### src/design/busmaster_pkg.sv
`default_nettype none

package busmaster_pkg;

	//////////////////////////////////////////////////////////////////////
	// Bus widths
	//////////////////////////////////////////////////////////////////////

	// Word address, data and byte select widths
	localparam int AW = 28;
	localparam int DW = 32;
	localparam int SW = DW / 8;

	// External DDR RAM word address width
	localparam int RAM_AW = 26;

	// On-chip block RAM, log2 of its depth in words
	localparam int LG_BLKRAM = 10;

	//////////////////////////////////////////////////////////////////////
	// Fast I/O register map
	//////////////////////////////////////////////////////////////////////

	// Captured bus error address, read only
	localparam logic [4:0] IO_REG_ERRADDR = 5'd0;
	// Board LEDs
	localparam logic [4:0] IO_REG_LED = 5'd1;
	// Buttons and switches
	localparam logic [4:0] IO_REG_SWITCH = 5'd2;

	// I/O group holding the fast I/O block
	localparam logic [2:0] IO_GROUP = 3'd0;

	//////////////////////////////////////////////////////////////////////
	// Word address, two decodings of the same bits
	//////////////////////////////////////////////////////////////////////

	typedef union packed {
		// Region view, used by the address decoder
		struct packed {
			logic top;		// Above all regions, unmapped
			logic ram;		// External DDR RAM flag
			logic [9:0] ram_off;
			logic blk;		// Block RAM flag
			logic [5:0] blk_off;
			logic io;		// I/O page flag
			logic [2:0] group;
			logic [4:0] io_off;
		} region;
		// I/O view, used inside the fast I/O block
		struct packed {
			logic [22:0] upper;
			logic [4:0] idx;
		} io;
	} bus_addr_u;

endpackage

`default_nettype wire

### src/design/fastio.sv
`timescale 1ns/1ps
`default_nettype none

module fastio (
	input wire i_clk,
	input wire i_rst,
	input wire i_stb,
	input wire i_we,
	input wire busmaster_pkg::bus_addr_u i_addr,
	input wire [busmaster_pkg::DW-1:0] i_data,
	input wire [busmaster_pkg::AW-1:0] i_err_addr,
	input wire [3:0] i_sw,
	input wire [3:0] i_btn,
	output logic [3:0] o_led,
	output logic o_ack,
	output logic [busmaster_pkg::DW-1:0] o_data
);
	import busmaster_pkg::*;

	// Error address as a byte address
	logic [DW-1:0] err_byte_addr;

	assign err_byte_addr = {{(DW-AW-2){1'b0}}, i_err_addr, 2'b00};

	//////////////////////////////////////////////////////////////////////
	// Writes
	//////////////////////////////////////////////////////////////////////

	// LEDs, the only writable register
	always_ff @(posedge i_clk)
	begin
		if (i_rst)
			o_led <= 4'h0;
		else if (i_stb && i_we && (i_addr.io.idx == IO_REG_LED))
			o_led <= i_data[3:0];
	end

	//////////////////////////////////////////////////////////////////////
	// Reads
	//////////////////////////////////////////////////////////////////////

	always_ff @(posedge i_clk)
	begin
		case (i_addr.io.idx)
			IO_REG_ERRADDR:
				o_data <= err_byte_addr;
			IO_REG_LED:
				o_data <= {{(DW-4){1'b0}}, o_led};
			IO_REG_SWITCH:
				o_data <= {{(DW-8){1'b0}}, i_btn, i_sw};
			default:
				o_data <= '0;
		endcase
	end

	// Single cycle ack, no stall
	always_ff @(posedge i_clk)
	begin
		if (i_rst)
			o_ack <= 1'b0;
		else
			o_ack <= i_stb;
	end

endmodule

`default_nettype wire

### config.mk
export PLATFORM = sky130hd
export DESIGN_NAME = fastio
export DESIGN_NICKNAME = d
export VERILOG_FILES = /design/src/design/busmaster_pkg.sv /design/src/design/fastio.sv
export SDC_FILE = /design/constraint.sdc
export NUM_CORES = 1
export LEC_CHECK = 0
export ABC_AREA = 1
export BUFFER_PORTS_ARGS = -buffer_cell sky130_fd_sc_hd__buf_4
export CAP_MARGIN = 10
export CORE_UTILIZATION = 35
export CTS_CLUSTER_DIAMETER = 200
export CTS_CLUSTER_SIZE = 25
export DETAILED_ROUTE_END_ITERATION = 8
export GPL_TIMING_DRIVEN = 0
export HOLD_SLACK_MARGIN = 0.1
export PLACE_DENSITY = 0.79
export SETUP_SLACK_MARGIN = 0.4
export SLEW_MARGIN = 10
export SYNTH_ARGS = -nofsm -noshare
export SYNTH_HDL_FRONTEND = slang
export SYNTH_SLANG_ARGS = --single-unit
export TNS_END_PERCENT = 5
### constraint.sdc
create_clock -name i_clk -period 1.1 [get_ports i_clk]
set_clock_uncertainty 0.1 [all_clocks]
set_input_delay 0.22 -clock i_clk [delete_from_list [all_inputs] [get_ports i_clk]]
set_output_delay 0.22 -clock i_clk [all_outputs]
set_load 0.1 [all_outputs]
# Word level (Yosys, flattened, before mapping)
# Cells that the tools add are included.
[totals] regBits=37 inputBits=100 wordCells=9
[op_classes] eq_ne=2 muxes=1 n_reduce_logical=3
[ops] cell="$pmux 30 s3" n=1
[ops] cell="$eq 5x1->1 const B" n=1
[ops] cell="$eq 5x2->1 const B" n=1
[ops] cell="$logic_not 5->1" n=1
[ops] cell="$logic_and 1x1->1" n=2

# Depth between registers and ports, before layout
# Gate-level depths: netlist (run 1).
[logic_depth] ltp_word=2 depth_mapped=6 mapped_depth_nobuf=6

# Worst setup path after synthesis (run 1)
# Ideal clock, no wire load.
[synth_path] path_kind="register to register" from="register, netlist name o_led[0]" to="register o_led[0]" setup_ns=0.065 arrival_ns=1.158 slack_ns=-0.223 stages_incl_launch_ff=3 n_path_buf=0 cell_sequence="dfxtp_1 > nor2_1 > nor2_1"
[synth_lines] item="end signal: assignment" line_no="fastio.sv:35" source="o_led <= i_data[3:0];"
[synth_lines] item="end: declaration" line_no="fastio.sv:14" source="output logic [3:0] o_led,"

# Final worst setup path (run 1)
[layout_path] from="register o_data[14] in the netlist's numbering" to="output port o_data[14] in the netlist's numbering"
[layout_lines] item="start: declaration" line_no="fastio.sv:16" source="output logic [busmaster_pkg::DW-1:0] o_data"
[layout_lines] item="start signal: assignment" line_no="fastio.sv:46" source="o_data <= err_byte_addr;"
[layout_lines] item="start signal: assignment" line_no="fastio.sv:48" source="o_data <= {{(DW-4){1'b0}}, o_led};"
[layout_lines] item="start signal: assignment" line_no="fastio.sv:50" source="o_data <= {{(DW-8){1'b0}}, i_btn, i_sw};"
# No word-level cell between the ends.

==> metrics list, run 1 <==
- Result of the run: finished with violations
- Violated checks: hold timing, setup timing
- Cell types with the largest area share after synthesis: dfxtp_1, inv_1, nor2_4
- Crit-path leading delay family: flip-flops
- Final hold violations: 1
- Reg area: 754 µm²
- In the final layout, the share of cells above drive strength 1 is 0.727.
- In this design, the stage delay of the slowest critical-path cell is 0.36 ns.
- Along the worst path, the maximum fanout reaches 1.
* Initial drt markers: 36
- Effective utilization at floorplan: 0.366
- Classification of the worst setup path: flop to primary output
- Wire length of the first global-routing pass: 5950 µm
- Nets: 341
- Startpoint of the most critical register-to-register path: o_led[1]
* CTS H-Tree Depth: 2
- Post-Syn Instances: 146
- After synthesis, the netlist uses 20 different library cells.
* Largest buffer count on any clock path: 2
* Post-synthesis instance area: 0.00134 mm²
* Crit path capture: o_data[14]
* Tot Pwr: 2730 µW
- DRC violation count after routing: 0
- Number of warnings reported in the yosys synthesis log: 0
* Global route total overflow: 0
* CTS root buffer: clkbuf_8
- After floorplanning, the core was sized to cover 0.00366 mm².
- The worst path in the final design needs a cycle of 1.14 ns, including I/O delays and setup.
- Reg2Reg Setup Slack: 0.27 ns
- Number of I/O port buffers: 83
- Number of nets with antenna violations after routing: 0
* DIE AREA: 0.00408 mm²
* Launching element type of the critical path: flop
* Slew Viols, Final: 0
- The first detailed-routing pass ran for 3 iterations.
- VDD sags by at most 0.798 mV.
* Pin count of the biggest net entering global routing: 12
* Buffering stage count on the worst path with inverters included: 1
- The wire-length estimate of the detail-placed layout is 2260 µm.
- Maximum Capacitance Violations: 0
* Chip Height: 63.8 µm
- The share of the Yosys chip area taken by registers is 0.523.
* Worst-skew pair later-pin latency: 0.28 ns
* Antenna violations before repair: 0
* Overall routed net length: 3650 µm
- Number of top-level pins: 137
* Type of element capturing the critical path: primary output
- Number of antenna cells inserted: 0
* Num rows: 22
* Worst Hold Margin: -0.00811 ns
- Compared with the post-synthesis result, the final layout area differs by 109%.
- CTS Buf Count: 5
* Combined global-route utilization of all metal layers: 0.196
- Most frequent cells in the layout: buf_4, inv_1, buf_12
- The endpoint identified for the worst register-to-register timing path is o_led[1].
* Sequence of cells on the critical path: buf_12
- For this run, the top clock speed supported by timing is 0.877 GHz.
* Clk slew on worst S/H paths: 0.07 ns
* CTS tree: built
- Worst-path cell with the longest stage delay: dfxtp_2
- Leakage dissipation: 0.00132 µW
* Leading cell type in the layout, fill and taps excluded: buf_4
- Final Worst Setup Slack: -0.0403 ns
* Endpoint arrival time on the critical path: 0.82 ns
- Filler instances: 248
* Data required time at the worst endpoint: 0.78 ns
* Mean instance size in the synthesized netlist: 9.17 µm²
* Area used by multi-input combinational logic: 578 µm²
* Vias in the first global route: 1244
- Total via count after detailed routing: 1221
- The min-delay analysis places its worst path in the category input port to flop.
* Gpl congestion: 0.766
- Counting flops and latches in the post-synthesis netlist gives 35.
* Final non-filler cell total: 290
- The die is 63.8 µm wide.
- Ratio of final minimum period to clock period: 1.04
* Launching element of the worst setup path: o_data[14]
* Logic depth of the worst setup path including buffers: 1
- Cell accounting for the most synthesized area: dfxtp_1
* Instance count after placement with tap cells included: 278
* Endpoints failing setup: 35
- Setup repair after global routing missed its margin: yes
* Logic depth of the worst register-to-register path: 3
- Area fraction of the dominant cell type after synthesis: 0.523
- DR WL/cell: 12.6 µm
* Power density over the cells: 974 mW/mm²
* Total clock sinks: 35
- Average vias per placed instance: 4.21
* Post-Route Utilization: 0.765
## routing by layer
metal	vias to the layer above	global-route usage	part of all wire
met2	56	0.355	0.54
met5	-	0	0
met3	6	0.0589	0.072
li1	608	-	-
met4	0	0.0767	0.012
met1	551	0.210	0.38
## worst min-delay path by stage
stage	start	end	slack, ns	depth (start not counted)
after floorplan	i_rst	o_ack	0.18	1
after global placement	i_rst	o_ack	0.28	2
after detailed placement	i_rst	o_ack	0.29	2
after CTS	i_rst	o_ack	-0.02	2
after global routing	i_rst	o_ack	-0.006	2
final	i_rst	o_ack	-0.008	2
## flip-flops by register name (all words and copies together), names as in the netlist
register / cells
o_ack: 1
o_data: 30
o_led: 4
## where the power goes
group          total [µW]  switching, µW  internal (µW)
registers            1290           14.3           1280
clock network         930            425            505
logic                 508            289            219
total                2730            728           2000
## Yosys cell counts (all sizes together)
master / number
buf: 4
conb: 1
dfxtp: 35
inv: 41
nand2: 11
nand3: 8
nand4: 4
nor2: 35
nor3: 1
o21ai: 2
o22ai: 4
## cell type report
cell class / count / share of cell area
sequential: 35 / 0.269
multi-input combinational: 67 / 0.206
clock buffer: 7 / 0.0308
clock inverter: 1 / 0.00179
inverter: 41 / 0.0558
buffer: 4 / 0.0197
timing repair buffer: 87 / 0.395
tap: 48 / 0.0214
## kinds of logic (layout without fill, tap and decap cells)
family,after synthesis,count (layout),synth area share
AO/OA/AOI/OAI,6,6,0.0262
AND/OR/NAND/NOR,59,59,0.305
flip-flops,35,35,0.523
other,1,2,0.00280
buffers and inverters,45,140,0.143
## per-stage QoR
step | setup slack (ns) | hold slack [ns] | area, µm² | setup TNS [ns]
6_report | -0.0403 | -0.00811 | 2800 | -0.500
5_1_grt | -0.0688 | -0.00561 | 2800 | -1.58
4_1_cts | -0.0447 | -0.0188 | 2720 | -0.764
3_5_place_dp | -0.0878 | 0.287 | 2080 | -0.950
3_3_place_gp | -0.0704 | 0.280 | 2080 | -0.998
2_1_floorplan | 0.132 | 0.184 | 1400 | 0
## repair_timing
action	in CTS	in global routing
setup buffers	3	1
endpoints found under the hold margin	29	22
gates resized for setup	127	14
setup endpoints to repair	67	67
pin swaps	38	41
(Power assumes the default switching activity.)
==> inputs of run 2 (changes only) <==
Settings changed: ABC_AREA 1 to unset, CORE_UTILIZATION 35 to 32, PLACE_DENSITY 0.79 to 0.77.
==> metrics list, run 2 <==
- The largest registers in the layout are o_data: 30 flops, o_led: 4 flops, o_ack: 1 flops.
* Post-Syn Instances: 97 (-34%)
- Initial drt markers: 11 (-69%)
- Classification of the worst setup path: input port to flop
* Area used by multi-input combinational logic: 443 µm² (-23%)
- Violated checks: hold timing, setup timing
- The portion of synthesized cell area occupied by the leading cell type is 0.603 (+0.0794).
- The pin count of the biggest net entering global routing came to 11 (-1).
- Die outline width: 62.3 µm (-2.5%)
* Endpoints failing setup: 56 (+60%)
- The count of unresolved DRC violations after routing came to 0 (unchanged).
- Post-synth EDFFs: 0 (unchanged)
- The count of different cell masters after synthesis came to 19 (-5.0%).
* DIE AREA: 0.00388 mm² (-4.9%)
* Fraction of final layout cells with drive strength greater than 1: 0.729 (+0.00189)
- Num rows: 21 (-4.5%)
- The area growth from synthesis to layout is 109%.
- Result of the run: finished with violations
- Most frequent cells in the layout: buf_4, buf_12, dfxtp_2
- The commonest cells after synthesis are dfxtp_1, and2_1, nand2b_1.
* Number of I/O port buffers: 83 (unchanged)
- The clock buffer count from CTS was 5 (unchanged).
* Chip Height: 62.3 µm (-2.5%)
- The worst-case clock buffer depth is 2 (unchanged).
- After synthesis, the cell types taking the most area are dfxtp_1, and2_1, nand2b_1.
* Launching element type of the critical path: input port
* Reg area: 752 µm² (-0.33%)
- Hold endpoint: o_data[26]
- Worst min-delay path startpoint: i_err_addr[24]
- The post-synthesis register bit count was 35 (unchanged).
* Filler instances: 225 (-9.3%)
- Flip-flop count of the largest register after layout: 30 (unchanged)
- Tot Pwr: 2340 µW (-14%)
- Peak supply drop: 0.567 mV (-29%)
- Post-DP Area: 0.00186 mm² (-11%)
- Largest fanout on the critical path: 10 (+9)
- Endpoint arrival time on the critical path: 1.36 ns (+0.54 ns)
- Terminus of the critical flop-to-flop path: o_data[2]
* Power density over the cells: 961 mW/mm² (-1.3%)
- Instance count after placement with tap cells included: 227 (-18%)
- Vias in the first global route: 1084 (-13%)
* Combined global-route utilization of all metal layers: 0.171 (-0.0253)
- The portion of the clock cycle consumed by the worst path in the final layout is 1.09 (+0.0503).
* Slew Viols, Final: 0 (unchanged)
* Overall routed net length: 3160 µm (-14%)
- Final hold violations: 2 (+1)
- The TritonCTS sink count is 35 (unchanged).
- The number of diodes came to 0 (unchanged).
- The utilization after layout came to 0.713 (-0.0524).
- Top register by number of flip-flops: o_data
* Global route total overflow: 0 (unchanged)
- The number of nets at the end of the flow was 291 (-15%).
- CTS tree: built
- The worst register-to-register path begins at o_led[2].
- Worst Hold Margin: -0.000999 ns (+0.00711 ns)
- Among all cell types in the netlist, the one instantiated most often is dfxtp_1.
- The cell count of the worst reg-to-reg path is 4 (+1).
* Reg2Reg Setup Slack: -0.02 ns (-0.29 ns)
- Number of cells on the worst hold path: 2 (unchanged)
- Clk slew on worst S/H paths: 0.10 ns (+0.03 ns)
- Antenna violations before repair: 0 (unchanged)
* Post-synthesis instance area: 0.00116 mm² (-13%)
- The I/O pin count came to 137 (unchanged).
* CTS root buffer: clkbuf_4
- CTS H-Tree Depth: 2 (unchanged)
- The synthesized design spends more area on one cell type than any other, namely dfxtp_1.
* Most instantiated flip-flop cell in the synthesis netlist: dfxtp_1
- Post-route standard cell area excluding fillers: 0.00243 mm² (-13%)
* Leakage dissipation: 0.00107 µW (-19%)
- Leaving out fill and tap cells, the most frequent cell in the layout is buf_4.
- Data required time at the worst endpoint: 1.26 ns (+0.48 ns)
* Sequential-to-total area share from yosys stat: 0.603 (+0.0794)
* Placeable core region: 0.00342 mm² (-6.7%)
- Type of element capturing the critical path: flop
- The maximum frequency from static timing analysis came to 0.836 GHz (-4.6%).
- The number of synthesis warnings is 0 (unchanged).
- Wire length of the first global-routing pass: 5070 µm (-15%)
- Average vias per placed instance: 4.38 (+4.1%)
- Worst-skew pair later-pin latency: 0.32 ns (+0.04 ns)
* Async set-reset flop share out of synthesis: 0 (unchanged)
- The final weighted congestion in routability-driven placement came to 0.682 (-11%).
- The number of maximum-capacitance constraint violations came to 0 (unchanged).
- Effective utilization at floorplan: 0.340 (-0.0254)
- The mean routed wirelength per cell was 13.3 µm (+5.4%).
- Setup repair after global routing missed its margin: yes
- The non-filler instance count after layout came to 238 (-18%).
- In this run the worst hold path is classified as input port to flop.
* Total via count after detailed routing: 1043 (-15%)
- Mean instance size in the synthesized netlist: 12.0 µm² (+31%)
* TritonRoute pass-1 iters: 3 (unchanged)
- The minimum period implied by the final worst setup slack is 1.20 ns (+0.0553 ns).
- Final Worst Setup Slack: -0.0956 ns (-0.0553 ns)
- The antenna violation net count after detailed routing is 0 (unchanged).
==> run 2: cell types whose count changed in the layout (fill, tap and decap cells not counted), moves of 5 or more <==
cell / previous run / this run
and2_1: 0 / 22
nand2b_1: 0 / 9
a22o_1: 0 / 6
nand3_2: 6 / 0
nor2_4: 22 / 1
nand2_1: 6 / 1
clkbuf_4: 0 / 5
nor2_1: 11 / 3
clkbuf_8: 6 / 0
inv_1: 40 / 1
==> run 2: worst max-delay path by stage <==
stage / to / start / cells after the start / slack (ns)
floorplan: o_data[10] / i_addr[4] / 4 / -0.22
global placement: o_data[10] / i_addr[0] / 5 / -0.43
detailed placement: o_data[24] / i_addr[0] / 5 / -0.45
CTS: o_led[3] / o_led[3] / 1 / -0.12
global route: o_led[3] / o_led[3] / 1 / -0.13
finish: o_data[18] / i_addr[4] / 5 / -0.1
==> run 2: layer usage <==
metal	vias to the layer above	routed length, µm	track usage
met5	-	0	0
met4	0	12	0.0349
met3	2	346	0.0754
met2	74	1590	0.313
met1	470	1210	0.178
li1	497	-	-
==> run 2: where the power goes <==
group	internal (µW)	leakage, µW	switching (µW)	total (µW)
clock	249	0.0000293	380	629
sequential	1280	0.000301	13.3	1290
combinational	206	0.000742	215	421
total	1730	0.00107	608	2340
==> run 2: final cells by class <==
type                            count  area share
Tap cell                           46      0.0236
Clock inverter                      1     0.00206
Inverter                            1     0.00154
Clock buffer                        7      0.0185
Buffer                              4      0.0154
Timing Repair Buffer               86       0.448
Multi-Input combinational cell     58       0.182
Sequential cell                    35       0.309
==> run 2: critical path, stage by stage <==
cell and delay (ns):
buf_6 0.09, or4_4 0.58, nor2_8 0.17, buf_6 0.15
and2_1 0.14
==> run 2: cells by family (layout without fill, tap and decap cells) <==
logic type             after synthesis  count (layout)  share of synthesized area
AND/OR/NAND/NOR                     42              42                      0.246
AO/OA/AOI/OAI                        8               8                     0.0581
other                                1               2                    0.00323
multiplexers                         6               6                     0.0538
flip-flops                          35              35                      0.603
buffers and inverters                5              99                     0.0355
==> run 2: metrics by stage <==
stage / hold slack, ns / setup TNS (ns) / worst slack [ns]
after floorplan: 0.192 / -10.10 / -0.224
after global placement: 0.325 / -12.08 / -0.427
after detailed placement: 0.327 / -12.58 / -0.453
after CTS: -0.0258 / -4.18 / -0.115
after global routing: -0.0204 / -5.73 / -0.130
final: -0.000999 / -3.85 / -0.0956
==> run 2: what timing repair did <==
item,in CTS,in global routing
setup endpoints to repair,69,69
cloned,0,0
pin swaps,12,5
hold endpoints to repair,35,35
resized for setup,142,0
buffers inserted,3,0
==> inputs of run 3 (changes only) <==
==> constraint.sdc (replaced) <==
create_clock -name i_clk -period 1.1 [get_ports i_clk]
set_clock_uncertainty 0.1 [all_clocks]
set_input_delay 0.055 -clock i_clk [delete_from_list [all_inputs] [get_ports i_clk]]
set_output_delay 0.055 -clock i_clk [all_outputs]
set_load 0.1 [all_outputs]
==> metrics list, run 3 (synthesis results as in run 2) <==
- The layout cell share with drive strength beyond 1 came to 0.533 (-0.196).
- The final weighted congestion in routability-driven placement came to 0.742 (+8.8%).
* Endpoints failing setup: 0 (-100%)
- DR WL/cell: 12.5 µm (-5.5%)
- Sequence of cells on the critical path: buf_4 -> or4_4 -> nor2_8 -> buf_6 -> and2_1
- Combined global-route utilization of all metal layers: 0.164 (-0.00670)
* Endpoint arrival time on the critical path: 1.23 ns (-0.13 ns)
- Effective utilization at floorplan: 0.340 (unchanged)
* Classification of the worst setup path: input port to flop
- The number of diodes came to 0 (unchanged).
* Upper clock frequency limit: 0.943 GHz (+13%)
- Setup_tns: 0 ns (+3.85 ns)
- The I/O pin count was 137 (unchanged).
- Overall routed net length: 3230 µm (+2.4%)
- The maximum vdd ir drop was 0.440 mV (-22%).
- Vias in the first global route: 1125 (+3.8%)
- Chip Height: 62.3 µm (unchanged)
- Slew Viols, Final: 0 (unchanged)
- The number of nets at the end of the flow is 312 (+7.2%).
- The power per cell area is 959 mW/mm² (-0.25%).
- The portion of the clock cycle consumed by the worst path in the final layout is 0.964 (-0.122).
- Largest stage delay on the critical path: 0.57 ns (about the same)
- Largest registers: o_data: 30 flops, o_led: 4 flops, o_ack: 1 flops
* Worst Hold Margin: -0.156 ns (-0.155 ns)
- The worst-path maximum fanout is 10 (unchanged).
* DRC violation count after routing: 0 (unchanged)
- Average vias per placed instance: 4.29 (-2.1%)
- The cell count of the worst reg-to-reg path came to 3 (-1).
- The worst setup path is captured at a flop.
- Filler instances: 237 (+5.3%)
- Antenna violations before repair: 0 (unchanged)
- The clock buffer count from CTS came to 5 (unchanged).
* Wire length of the first global-routing pass: 4770 µm (-5.9%)
- TritonRoute pass-1 iters: 3 (unchanged)
- Leaving out fill and tap cells, the most frequent cell in the layout is buf_4.
- The insertion delay to the later sink of the worst-skew pair is 0.33 ns (about the same).
* Number of nets with antenna violations after routing: 0 (unchanged)
- The floorplan row count is 21 (unchanged).
- The final hold violation count was 12 (+10).
- The pre-CTS setup slack came to -0.287 ns (+0.166 ns).
- Top register by number of flip-flops: o_data
- The CTS H-tree depth was 2 (unchanged).
* Result of the run: finished with violations
- Leakage dissipation: 0.00111 µW (+3.2%)
- Class of the tightest hold or removal check: input port to flop
- Total via count after detailed routing: 1107 (+6.1%)
* Global route total overflow: 0 (unchanged)
- The quantity of I/O buffers inserted on ports is 83 (unchanged).
- The post-route worst setup slack was 0.0392 ns (+0.135 ns).
- Launching element type of the critical path: input port
- The minimum period implied by the final worst setup slack is 1.06 ns (-0.135 ns).
* Startpoint of the most critical register-to-register path: o_led[3]
* Worst-path cell with the longest stage delay: or4_4
* DIE AREA: 0.00388 mm² (unchanged)
* Launching element of the worst setup path: i_addr[0]
- Clk slew on worst S/H paths: 0.10 ns (about the same)
* Violated checks: hold timing
- Flip-flop count of the largest register after layout: 30 (unchanged)
- In this run the clock root is driven by a clkbuf_4.
- TritonCTS built the clock tree.
- Initial drt markers: 22 (+11)
- Pin count of the biggest net entering global routing: 11 (unchanged)
- The area of the core came to 0.00342 mm² (unchanged).
- Total clock sinks: 35 (unchanged)
* Die outline width: 62.3 µm (unchanged)
- Largest buffer count on any clock path: 2 (unchanged)
* Most frequent cells in the layout: buf_4, dlygate4sd3_1, dfxtp_1
- Setup repair after global routing could not meet its margin everywhere.
* Worst min-delay path startpoint: i_btn[0]
- The required time at the worst-slack endpoint was 1.27 ns (about the same).
- Area added between synthesis and finish: 111%
* Maximum Capacitance Violations: 0 (unchanged)
- Number of cells on the worst hold path: 2 (unchanged)
## run 3: worst paths after layout
| check | to | slack, ns |
|---|---|---|
| worst max-delay path | o_data[29] | 0.04 |
| worst min-delay path | o_data[4] | -0.16 |
| worst max register to register | o_data[3] | 0.07 |
| worst min register to register | o_data[0] | 0.42 |
## run 3: per-stage QoR
step	total power, µW	utilization	cells	cell area, µm²	hold WS [ns]
after floorplan	1510	-	98	1180	0.0266
after global placement	1670	0.546	227	1870	0.157
after detailed placement	1680	0.546	227	1870	0.162
after CTS	2340	0.660	244	2250	-0.173
after global routing	2490	0.718	258	2450	-0.182
final	2350	0.718	258	2450	-0.156
## run 3: what timing repair did
action / 4_1_cts / 5_1_grt
hold buffers: 9 / 14
gates resized for setup: 66 / 16
setup buffers: 1 / 0
endpoints found under the hold margin: 35 / 28
setup endpoints to repair: 69 / 69
pin swaps: 0 / 1
## run 3: cell type report
cell class,instances,area (µm²),share of cell area
sequential,35,726,0.296
timing repair buffer,107,1140,0.467
multi-input combinational,58,438,0.179
buffer,4,37.5,0.0153
inverter,1,3.75,0.00153
tap,46,57.6,0.0235
clock buffer,7,45.0,0.0184
## run 3: layer usage
layer,GRT usage,wire (µm)
met1,0.143,1120
met2,0.305,1700
met3,0.0956,359
met4,0.0610,44
met5,0,0
## run 3: critical path: cells and delay by family
family                 cells  cell delay [ns]
and+or+nand+nor            3             0.89
buffers and inverters      2             0.28
## run 3: where the power goes
group / total, µW / switching [µW] / internal, µW
clock network: 603 / 362 / 241
registers: 1280 / 10.2 / 1270
logic: 465 / 224 / 241
